==> src/design/tl_mon_pkg.sv <==
`default_nettype none

package tl_mon_pkg;

  //////////////////////////////
  // Link geometry
  //////////////////////////////

  // Data bits carried by one beat on the link
  localparam int unsigned DataWidth = 64;

  // Bytes carried by one beat
  localparam int unsigned DataBytes = DataWidth / 8;

  // A size field holds the base-two log of the message byte count
  localparam int unsigned SizeWidth = 3;

  // Opcode field width, shared by the A, C and D channels
  localparam int unsigned OpcodeWidth = 3;

  //////////////////////////////
  // Burst geometry
  //////////////////////////////

  // Largest size that still fits in a single beat
  localparam int unsigned NonBurstSize = $clog2(DataBytes);

  // Largest supported size, 64 bytes
  // Anything larger is flagged and then tracked as if it were this size
  localparam int unsigned MaxSize = 6;

  // Beats in the largest burst
  localparam int unsigned MaxBurstLen = 2 ** (MaxSize - NonBurstSize);

  // Width of the len, index and left fields
  // These hold at most MaxBurstLen minus one
  localparam int unsigned BurstLenWidth = $clog2(MaxBurstLen);

  //////////////////////////////
  // Channel indices
  //////////////////////////////

  // Number of channels with a beat tracker
  // The B channel is single-beat only and is not tracked
  localparam int unsigned NumChan = 3;

  // Requests
  localparam int unsigned ChanA = 0;

  // Releases
  localparam int unsigned ChanC = 1;

  // Grants and access responses
  localparam int unsigned ChanD = 2;

  //////////////////////////////
  // Counter widths
  //////////////////////////////

  // Completed messages per channel, saturating
  localparam int unsigned MsgCountWidth = 16;

  // Beat count of a finished message
  // One bit wider than the len field so that MaxBurstLen itself fits
  localparam int unsigned BeatCountWidth = BurstLenWidth + 1;

endpackage

`default_nettype wire

==> src/design/tl_beat_tracker.sv <==
`timescale 1ns/1ps
`default_nettype none

module tl_beat_tracker import tl_mon_pkg::*; (
  input  wire logic                     clk_i,
  input  wire logic                     rst_ni,

  // One beat of this channel is transferred
  input  wire logic                     fire_i,
  // Burst length of the message on the wires, beats minus one
  input  wire logic [BurstLenWidth-1:0] len_i,

  // Index of the beat on the wires within its message
  output logic      [BurstLenWidth-1:0] idx_o,
  // Beats still to come after the one on the wires
  output logic      [BurstLenWidth-1:0] left_o,
  // The beat on the wires opens a message
  output logic                          first_o,
  // The beat on the wires closes a message
  output logic                          last_o
);

  //////////////////////////////
  // Beats-left register
  //////////////////////////////

  // Between messages the register sits at all ones
  // The length of the next message is unknown until its first beat shows up,
  // so all ones stands in for it and the mask with len_i recovers the real value
  // Inside a message left_q is already no larger than len_i and the mask
  // leaves it unchanged, so first and later beats share one expression
  logic [BurstLenWidth-1:0] left_q;

  //////////////////////////////
  // Beat position
  //////////////////////////////

  // Beats left after this one
  assign left_o = len_i & left_q;

  // The index is len minus left
  // Since left is a submask of len here, the difference is just the bits of
  // len that left does not have, so no subtractor sits on this path
  assign idx_o = len_i & ~left_q;

  // All ones only occurs between messages, so this is the opening beat
  assign first_o = &left_q;

  // Nothing left after this beat
  assign last_o = left_o == '0;

  //////////////////////////////
  // Update on a fire
  //////////////////////////////

  // Each fire counts one beat down
  // After the last beat left_o is zero and the decrement wraps back to all ones,
  // which leaves the register ready for the next message with no extra logic
  always_ff @(posedge clk_i or negedge rst_ni) begin
    if (!rst_ni) begin
      left_q <= '1;
    end else if (fire_i) begin
      left_q <= left_o - 1'b1;
    end
  end

  // Outside a fire the outputs describe the beat that would fire next
  // A gap between beats therefore leaves them unchanged as long as the
  // header fields are held

endmodule

`default_nettype wire

==> src/design/tl_burst_monitor.sv <==
`timescale 1ns/1ps
`default_nettype none

module tl_burst_monitor import tl_mon_pkg::*; (
  input  wire logic                      clk_i,
  input  wire logic                      rst_ni,

  // Beat strobes from the link owner, one per transferred beat
  input  wire logic                      a_fire_i,
  input  wire logic                      c_fire_i,
  input  wire logic                      d_fire_i,

  // Header fields, valid while the matching fire is high
  input  wire logic [OpcodeWidth-1:0]    a_opcode_i,
  input  wire logic [SizeWidth-1:0]      a_size_i,
  input  wire logic [OpcodeWidth-1:0]    c_opcode_i,
  input  wire logic [SizeWidth-1:0]      c_size_i,
  input  wire logic [OpcodeWidth-1:0]    d_opcode_i,
  input  wire logic [SizeWidth-1:0]      d_size_i,

  // Position of the beat on the wires, indexed by ChanA, ChanC and ChanD
  output logic      [BurstLenWidth-1:0]  beat_idx_o   [NumChan],
  output logic      [BurstLenWidth-1:0]  beat_left_o  [NumChan],
  output logic                           beat_first_o [NumChan],
  output logic                           beat_last_o  [NumChan],

  // Message completion reporting, one lane per channel
  output logic                           msg_done_o   [NumChan],
  output logic      [BeatCountWidth-1:0] msg_beats_o  [NumChan],
  output logic      [MsgCountWidth-1:0]  msg_count_o  [NumChan],

  // Sticky oversize flag
  output logic                           size_err_o
);

  //////////////////////////////
  // Opcode and size decode
  //////////////////////////////

  logic                     fire      [NumChan];
  logic [BurstLenWidth-1:0] burst_len [NumChan];

  tl_chan_decode i_tl_chan_decode (
    .clk_i       (clk_i),
    .rst_ni      (rst_ni),
    .a_fire_i    (a_fire_i),
    .c_fire_i    (c_fire_i),
    .d_fire_i    (d_fire_i),
    .a_opcode_i  (a_opcode_i),
    .c_opcode_i  (c_opcode_i),
    .d_opcode_i  (d_opcode_i),
    .a_size_i    (a_size_i),
    .c_size_i    (c_size_i),
    .d_size_i    (d_size_i),
    .fire_o      (fire),
    .burst_len_o (burst_len),
    .size_err_o  (size_err_o)
  );

  //////////////////////////////
  // Beat trackers
  //////////////////////////////

  // Channels are independent, so each gets its own tracker
  for (genvar c = 0; c < NumChan; c++) begin : g_tracker
    tl_beat_tracker i_tl_beat_tracker (
      .clk_i   (clk_i),
      .rst_ni  (rst_ni),
      .fire_i  (fire[c]),
      .len_i   (burst_len[c]),
      .idx_o   (beat_idx_o[c]),
      .left_o  (beat_left_o[c]),
      .first_o (beat_first_o[c]),
      .last_o  (beat_last_o[c])
    );
  end

  //////////////////////////////
  // Message reporting
  //////////////////////////////

  tl_msg_counter i_tl_msg_counter (
    .clk_i       (clk_i),
    .rst_ni      (rst_ni),
    .fire_i      (fire),
    .last_i      (beat_last_o),
    .len_i       (burst_len),
    .msg_done_o  (msg_done_o),
    .msg_beats_o (msg_beats_o),
    .msg_count_o (msg_count_o)
  );

endmodule

`default_nettype wire

==> src/design/tl_chan_decode.sv <==
`timescale 1ns/1ps
`default_nettype none

module tl_chan_decode import tl_mon_pkg::*; (
  input  wire logic                     clk_i,
  input  wire logic                     rst_ni,

  // Beat strobes, one per channel
  input  wire logic                     a_fire_i,
  input  wire logic                     c_fire_i,
  input  wire logic                     d_fire_i,

  // Message header fields, valid while the matching fire is high
  input  wire logic [OpcodeWidth-1:0]   a_opcode_i,
  input  wire logic [OpcodeWidth-1:0]   c_opcode_i,
  input  wire logic [OpcodeWidth-1:0]   d_opcode_i,
  input  wire logic [SizeWidth-1:0]     a_size_i,
  input  wire logic [SizeWidth-1:0]     c_size_i,
  input  wire logic [SizeWidth-1:0]     d_size_i,

  // Channel-indexed strobes and burst lengths (beats minus one)
  output logic                          fire_o      [NumChan],
  output logic [BurstLenWidth-1:0]      burst_len_o [NumChan],

  // Sticky flag for a size above MaxSize
  output logic                          size_err_o
);

  // Burst length of one message, expressed as beats minus one
  // Sizes above MaxSize are clamped, so an oversized message still has a defined length
  function automatic logic [BurstLenWidth-1:0] burst_len(input logic           has_data,
                                                         input logic [SizeWidth-1:0] size);
    logic [SizeWidth-1:0]      clamped;
    logic [BeatCountWidth-1:0] beats;
    clamped = (size > SizeWidth'(MaxSize)) ? SizeWidth'(MaxSize) : size;
    // Messages without data and messages that fit in one beat are single-beat
    if (!has_data || clamped <= SizeWidth'(NonBurstSize)) begin
      return '0;
    end
    beats = BeatCountWidth'(1) << (clamped - SizeWidth'(NonBurstSize));
    return BurstLenWidth'(beats - 1'b1);
  endfunction

  //////////////////////////////
  // Data rule per channel
  //////////////////////////////

  // On A, PutFull, PutPartial, Arithmetic and Logical carry data
  // Those are exactly the opcodes below 4
  logic a_has_data;
  // On C and D, opcode bit 0 marks the data-carrying variant
  logic c_has_data;
  logic d_has_data;

  assign a_has_data = a_opcode_i < OpcodeWidth'(4);
  assign c_has_data = c_opcode_i[0];
  assign d_has_data = d_opcode_i[0];

  //////////////////////////////
  // Channel-indexed outputs
  //////////////////////////////

  assign fire_o[ChanA] = a_fire_i;
  assign fire_o[ChanC] = c_fire_i;
  assign fire_o[ChanD] = d_fire_i;

  assign burst_len_o[ChanA] = burst_len(a_has_data, a_size_i);
  assign burst_len_o[ChanC] = burst_len(c_has_data, c_size_i);
  assign burst_len_o[ChanD] = burst_len(d_has_data, d_size_i);

  //////////////////////////////
  // Oversize flag
  //////////////////////////////

  // A beat fired with a size the monitor cannot represent
  // Only fired beats count, since the size is meaningless otherwise
  logic oversize;
  logic size_err_q;

  assign oversize = (a_fire_i && a_size_i > SizeWidth'(MaxSize)) ||
                    (c_fire_i && c_size_i > SizeWidth'(MaxSize)) ||
                    (d_fire_i && d_size_i > SizeWidth'(MaxSize));

  // Once set, the flag holds until the next reset
  always_ff @(posedge clk_i or negedge rst_ni) begin
    if (!rst_ni) begin
      size_err_q <= 1'b0;
    end else if (oversize) begin
      size_err_q <= 1'b1;
    end
  end

  assign size_err_o = size_err_q;

endmodule

`default_nettype wire

==> src/design/tl_msg_counter.sv <==
`timescale 1ns/1ps
`default_nettype none

module tl_msg_counter import tl_mon_pkg::*; (
  input  wire logic                      clk_i,
  input  wire logic                      rst_ni,

  // Per-channel beat strobe and last-beat indication from the trackers
  input  wire logic                      fire_i      [NumChan],
  input  wire logic                      last_i      [NumChan],
  // Burst length of the beat on the wires, beats minus one
  input  wire logic [BurstLenWidth-1:0]  len_i       [NumChan],

  // One-cycle strobe, the cycle after a message's last beat
  output logic                           msg_done_o  [NumChan],
  // Beats in the message just finished, valid with msg_done_o
  output logic      [BeatCountWidth-1:0] msg_beats_o [NumChan],
  // Finished messages per channel, saturating at all ones
  output logic      [MsgCountWidth-1:0]  msg_count_o [NumChan]
);

  //////////////////////////////
  // Per-channel lanes
  //////////////////////////////

  // Every channel has its own lane, so completions on several channels in
  // the same cycle are all reported without any arbitration

  logic                      done_q  [NumChan];
  logic [BeatCountWidth-1:0] beats_q [NumChan];
  logic [MsgCountWidth-1:0]  count_q [NumChan];

  for (genvar c = 0; c < NumChan; c++) begin : g_lane

    // The last beat of a message is transferred in this cycle
    logic msg_end;

    assign msg_end = fire_i[c] && last_i[c];

    // Done strobe and message counter
    // The counter moves on the same edge that raises the strobe, so both
    // show the new message in the same cycle
    always_ff @(posedge clk_i or negedge rst_ni) begin
      if (!rst_ni) begin
        done_q[c]  <= 1'b0;
        count_q[c] <= '0;
      end else begin
        done_q[c] <= msg_end;
        // Hold at all ones once the counter is full
        if (msg_end && !(&count_q[c])) begin
          count_q[c] <= count_q[c] + 1'b1;
        end
      end
    end

    // Beat count of the finished message
    // It only means something while the done strobe is high
    always_ff @(posedge clk_i) begin
      if (msg_end) begin
        beats_q[c] <= BeatCountWidth'(len_i[c]) + 1'b1;
      end
    end

    assign msg_done_o[c]  = done_q[c];
    assign msg_beats_o[c] = beats_q[c];
    assign msg_count_o[c] = count_q[c];

  end

endmodule

`default_nettype wire

==> config.mk <==
export PLATFORM = sky130hd
export DESIGN_NAME = tl_burst_monitor
export DESIGN_NICKNAME = d
export VERILOG_FILES = /design/src/design/tl_mon_pkg.sv /design/src/design/tl_beat_tracker.sv /design/src/design/tl_burst_monitor.sv /design/src/design/tl_chan_decode.sv /design/src/design/tl_msg_counter.sv
export SDC_FILE = /design/constraint.sdc
export NUM_CORES = 1
export LEC_CHECK = 0
export ABC_CLOCK_PERIOD_IN_PS = 6500
export BUFFER_PORTS_ARGS = -buffer_cell sky130_fd_sc_hd__buf_4
export CORE_MARGIN = 4
export CORE_UTILIZATION = 56
export CTS_CLUSTER_SIZE = 12
export DETAILED_ROUTE_END_ITERATION = 6
export PLACE_DENSITY_LB_ADDON = 0.05
export SLEW_MARGIN = 20
export SYNTH_ARGS = -nofsm -noshare
export SYNTH_HDL_FRONTEND = slang
export SYNTH_SLANG_ARGS = --single-unit
==> constraint.sdc <==
create_clock -name clk_i -period 6.5 [get_ports clk_i]
set_input_delay 0.65 -clock clk_i [delete_from_list [all_inputs] [get_ports clk_i]]
set_output_delay 0.65 -clock clk_i [all_outputs]
set_load 0.02 [all_outputs]
# After elaboration in Yosys (flattened, before gate mapping)
# Memories as Yosys holds them, arrays and structs flattened.
# Index checks and enable logic that the tools add are counted.
# word_totals
register_bits,61
ramBits,12
out_inout_bits,88
n_memories,1
# classes
add_sub_neg,15
order_cmp,7
shift,3
mux,18
n_bitwise,9
n_reduce_logical,29
# mem_list
memory,words,width,rd,rd_ports_with_merged_regs,write_ports,line,source
i_tl_msg_counter.beats_q,3,4,3,0,3,tl_msg_counter.sv:30,logic [BeatCountWidth-1:0] beats_q [NumChan];
# ops
operator,n
"16-bit by 1-bit adder with 16-bit output, second input constant",3
16-bit AND reduction,3
3-bit 2-to-1 mux,9
3-bit bitwise AND,6
"3-bit by 1-bit subtractor with 3-bit output, second input constant",6
"3-bit by 1-bit adder with 4-bit output, second input constant",3
"3-bit greater-than comparator, second input constant",3
"3-bit by 2-bit less-or-equal comparator with 1-bit output, second input constant",3
1-bit logical AND,9
3-bit zero test,3
1-bit 2-to-1 mux,9
3-bit inverter,3
3-bit AND reduction,3
"1-bit by 3-bit << shifter with 3-bit output, first input constant",3
"3-bit by 2-bit subtractor with 3-bit output, second input constant",3
1-bit zero test,6
1-bit logical OR,5
"3-bit less-than comparator, second input constant",1

# Depth between registers and ports, before layout
# depth
depth_word,11
mapped_depth,14
ltp_nobuf,14

# Hierarchy
# A second synthesis with hierarchy kept.
# hier_totals
hier_cells,352
area_unflattened_um2,3748.6
# modules_own_cells
module,instances,cells_per_inst,area_each_um2
tl_msg_counter,1,249,2909.0
tl_beat_tracker,3,21,187.7
tl_chan_decode,1,40,276.5

# Least setup slack after synthesis
# No wires, ideal clock.
# synth_path
kind,input-to-reg
startpoint,input c_size_i[0]
endpoint,"register i_tl_msg_counter.count_q, in the netlist i_tl_msg_counter.msg_count_o[29]"
setup_ns,0.129
arrival_ns,3.117
setup_slack_ns,3.254
cell_stages,13
path_cell_list,and3_1 > ha_1 > or3_1 > ha_1 > nor2_1 > nand2_1 > ha_1 > ha_1 > nand2_1 > or2_2 > nor3b_1 > nand4_1 > xnor2_1
# synth_via
elab_chain_len,10
# synth_rtl
item,line,source
start: declaration,tl_burst_monitor.sv:17,"input wire logic [SizeWidth-1:0] c_size_i,"
3-bit greater-than comparator,tl_chan_decode.sv:35,clamped = (size > SizeWidth'(MaxSize)) ? SizeWidth'(MaxSize) : size;
3-bit 2-to-1 mux *,tl_chan_decode.sv:35,
3-bit by 2-bit subtractor with 3-bit output / 3-bit by 2-bit less-or-equal comparator with 1-bit output (equally long branches),"tl_chan_decode.sv:40, tl_chan_decode.sv:37",
1-bit by 3-bit << shifter with 3-bit output / 1-bit logical OR (equally long branches),"tl_chan_decode.sv:40, tl_chan_decode.sv:37",
3-bit by 1-bit subtractor with 3-bit output / 1-bit 2-to-1 mux (equally long branches),"tl_chan_decode.sv:41, tl_chan_decode.sv:37",
3-bit 2-to-1 mux *,tl_chan_decode.sv:40,beats = BeatCountWidth'(1) << (clamped - SizeWidth'(NonBurstSize));
3-bit bitwise AND *,tl_beat_tracker.sv:39,assign left_o = len_i & left_q;
3-bit zero test *,tl_beat_tracker.sv:50,assign last_o = left_o == '0;
net g_tracker[1].i_tl_beat_tracker.last_o,tl_beat_tracker.sv:20,output logic last_o
1-bit logical AND *,tl_msg_counter.sv:38,assign msg_end = fire_i[c] && last_i[c];
1-bit logical AND *,tl_msg_counter.sv:50,if (msg_end && !(&count_q[c])) begin
end signal: indexed assignment,tl_msg_counter.sv:51,count_q[c] <= count_q[c] + 1'b1;
end: declaration,tl_msg_counter.sv:31,logic [MsgCountWidth-1:0] count_q [NumChan];
# Mark *: on every way through the listed nets, which the timed path passes. The rest lies on a longest branch.
# A chain may end at the register's enable or synchronous reset.

==> results.py <==
metrics = {
    "run_status": {
        "status": "completed",
    },
    "worst_setup_path": {
        "critPathKind": "primary input to output pin",
        "crit_cells": 10,
        "crit_top_cell": "ha_1",
        "rr_startpoint": "g_tracker[0].i_tl_beat_tracker.left_q[1]",
        "crit_path_start": "c_size_i[0]",
        "crit_arrival_ns": 2.68,
        "cp_max_fo": 4,
        "worst_r2r_endpoint": "i_tl_msg_counter.msg_count_o[44]",
        "critPathBufInv": 2,
        "cp_data_required_time_ns": 5.85,
        "critPathTopFamily": "adder cells",
        "critPathMaxStageDelay_ns": 0.32,
        "slowest_stage": "ha_1",
        "worstPathCellList": "buf_4, and3_1, ha_1, or3_1, ha_1, nor2_1, nand2_1, ha_1, ha_1, buf_4",
        "ff2ff_setup_slack_ns": 4.34,
        "cp-end-kind": "output pin",
        "setup.worst_path.end": "beat_last_o[1]",
        "r2r_cells": 9,
        "startpoint_type": "primary input",
    },
    "global_route": {
        "grt-ovfl-total": 0,
        "grt_max_degree": 62,
        "grt_pass1_vias": 2830,
        "track_usage_pct": 20.1,
        "antenna_found_initial": 0,
        "grt_pass1_wl_mm": 13.4,
    },
    "floorplan": {
        "die-height_um": 90.0,
        "coreArea_sq_um": 6420,
        "num_rows": 29,
        "start_util_pct": 58.6,
        "die_width_um": 90.0,
        "pin_count": 111,
        "dieArea_sq_um": 8100,
    },
    "sta": {
        "fmax_mhz": 300,
        "slew_headroom_pct": 49.4,
        "worstMarginPinSlew_ns": 0.759,
        "setup_violations": 0,
        "maxSlewViolCount": 0,
        "skew_ns": 0.00863,
        "worst_slack_ns": 3.17,
        "setup_tns_ns": 0,
        "min_period_ns": 3.33,
        "hold_viol": 0,
        "rsz0062_at_grt": "no",
        "fin_crit_sh_pct": 51.2,
        "whs_ns": 0.369,
    },
    "routing": {
        "wl_per_cell_um": 14.4,
        "vias_per_cell": 5.39,
        "routed_wl_mm": 7.86,
        "drcViolationCount": 0,
        "vias": 2945,
        "final_antenna_net_count": 0,
        "drt_iter0_drc": 104,
        "drt_first_pass_iters": 4,
    },
    "synth": {
        "synth_area_leaders": "dfrtp_1 35%, edfxtp_1 9.6%, dfstp_2 6.3%",
        "yosysSeqAreaShare_pct": 50.4,
        "syn_area_sq_um": 3770,
        "synth_largest_area_cell": "dfrtp_1",
        "synth_cells": 359,
        "synth_top_area_share_pct": 34.6,
        "ys_warn_count": 0,
        "ys_seq_elements": 73,
        "syn_nets": 398,
        "avgSynthCellArea_sq_um": 10.5,
        "synthDistinctLibCells": 44,
    },
    "cts": {
        "cts_buffers": 9,
        "cts_tree": "built",
        "cts.clk_slew.worst_paths_ns": 0.08,
        "hold_buffers": 0,
        "clock_sinks": 73,
        "cts_setup_buffers": 0,
        "htreeDepth": 3,
        "clk_latency_ns": 0.34,
        "cts_root_buf": "clkbuf_8",
        "cts_buffer_depth": 2,
        "ctsResizeCount": 0,
    },
    "placed_design": {
        "preCtsSetupSlack_ns": 2.90,
        "numPlacedInstances": 530,
        "gp_congestion": 0.870,
        "port_buffers": 104,
        "post-dp-hpwl_mm": 5.95,
    },
    "pwr": {
        "ir_drop_v": 0.000231,
        "power_leakage_nw": 2.23,
        "total_power_mw": 1.45,
        "power.density_nw_per_um2": 305,
    },
    "layout": {
        "syn_to_final_growth_pct": 25.9,
        "final_nets": 503,
        "n_antenna_cell": 0,
        "register_area_sq_um": 1900,
        "fillers": 503,
        "drive_gt1_share_pct": 30.5,
        "multi_input_area_sq_um": 1730,
        "layout.cells.non_filler": 546,
    },
    "min_path": {
        "hp-class": "primary input to async pin",
    },
    "run": {
        "drv_cap": 0,
    },
}
[cells by family after synthesis]
family	after synthesis	synth area share, %
multiplexers	9	2.69
adder cells (fa/ha/maj)	16	5.32
buffers and inverters	29	3.75
XOR/XNOR	42	10.3
AO/OA/AOI/OAI	25	4.75
AND/OR/NAND/NOR	165	22.8
flip-flops	73	50.4
[registers in the layout, summed over array words and instances, names as in the netlist]
name and flops:
i_tl_msg_counter.beats_q 12, g_tracker.i_tl_beat_tracker.left_q 9, i_tl_msg_counter.msg_done_o 3, i_tl_msg_counter.msg_count_o 48, i_tl_chan_decode.size_err_o 1
[layout by cell type, fill, tap and decap left out, drive strengths merged, types with 3 or more instances in the layout]
cell type / count
buf: 104
dfrtp: 52
nand2: 37
nor2: 33
xor2: 24
nand3: 23
inv: 20
nor3: 18
xnor2: 18
ha: 16
nand4: 12
edfxtp: 12
and3: 10
clkbuf: 9
dfstp: 9
a21oi: 7
a31oi: 6
mux2: 6
nor2b: 6
and2: 5
nor4: 5
o21a: 5
clkinvlp: 4
nand3b: 3
mux2i: 3
and4: 3
[worst min-delay path by stage]
stage	startpoint	endpoint	slack (ns)	cells after the start
6_report	rst_ni	i_tl_msg_counter.msg_count_o[29]	0.37	1
4_1_cts	rst_ni	i_tl_msg_counter.msg_count_o[29]	0.39	1
2_1_floorplan	rst_ni	i_tl_chan_decode.size_err_o	0.35	0
3_3_place_gp	g_tracker[0].i_tl_beat_tracker.left_q[2]	g_tracker[0].i_tl_beat_tracker.left_q[2]	0.48	2
3_5_place_dp	g_tracker[0].i_tl_beat_tracker.left_q[2]	g_tracker[0].i_tl_beat_tracker.left_q[2]	0.48	2
5_1_grt	rst_ni	i_tl_msg_counter.msg_count_o[30]	0.42	1
[Yosys cell counts (all sizes together)]
cell,count
dfrtp,52
nand2,37
nor2,33
xor2,24
nand3,23
inv,19
nor3,18
xnor2,18
ha,16
edfxtp,12
nand4,12
and3,10
buf,9
dfstp,9
a21oi,7
a31oi,6
mux2,6
nor2b,6
and2,5
nor4,5
o21a,5
and4,3
mux2i,3
nand3b,3
a41oi,2
o21ai,2
or2,2
or3,2
a2111o,1
and3b,1
clkbuf,1
nand2b,1
nor3b,1
nor4b,1
o211ai,1
o22a,1
or3b,1
or4,1
[area by class of cell]
cell class | count | share of cell area (%)
Clock buffer | 9 | 2.61
Timing Repair Buffer | 104 | 16.5
Sequential cell | 73 | 40.0
Clock inverter | 7 | 0.976
Inverter | 19 | 1.50
Multi-Input combinational cell | 257 | 36.4
Tap cell | 77 | 2.03
[power breakdown]
part           internal (mW)  switching (mW)
Combinational          0.211           0.264
Clock                  0.137           0.170
Sequential             0.558           0.107
[metrics by stage]
step	area [sq um]	utilization (%)
CTS	4740	73.9
global route	4740	73.9
floorplan	3770	-
finish	4740	73.9
detailed placement	4570	71.2
global placement	4570	71.2
[layer usage]
metal / vias up / GRT usage, % / share of wire [%]
li1: 1463 / - / -
met1: 1384 / 25.5 / 44
met2: 88 / 31.8 / 47
met3: 10 / 6.09 / 7.2
met4: 0 / 9.06 / 1.8
met5: - / 0 / 0
No activity file was read; power rests on OpenSTA's default activity.
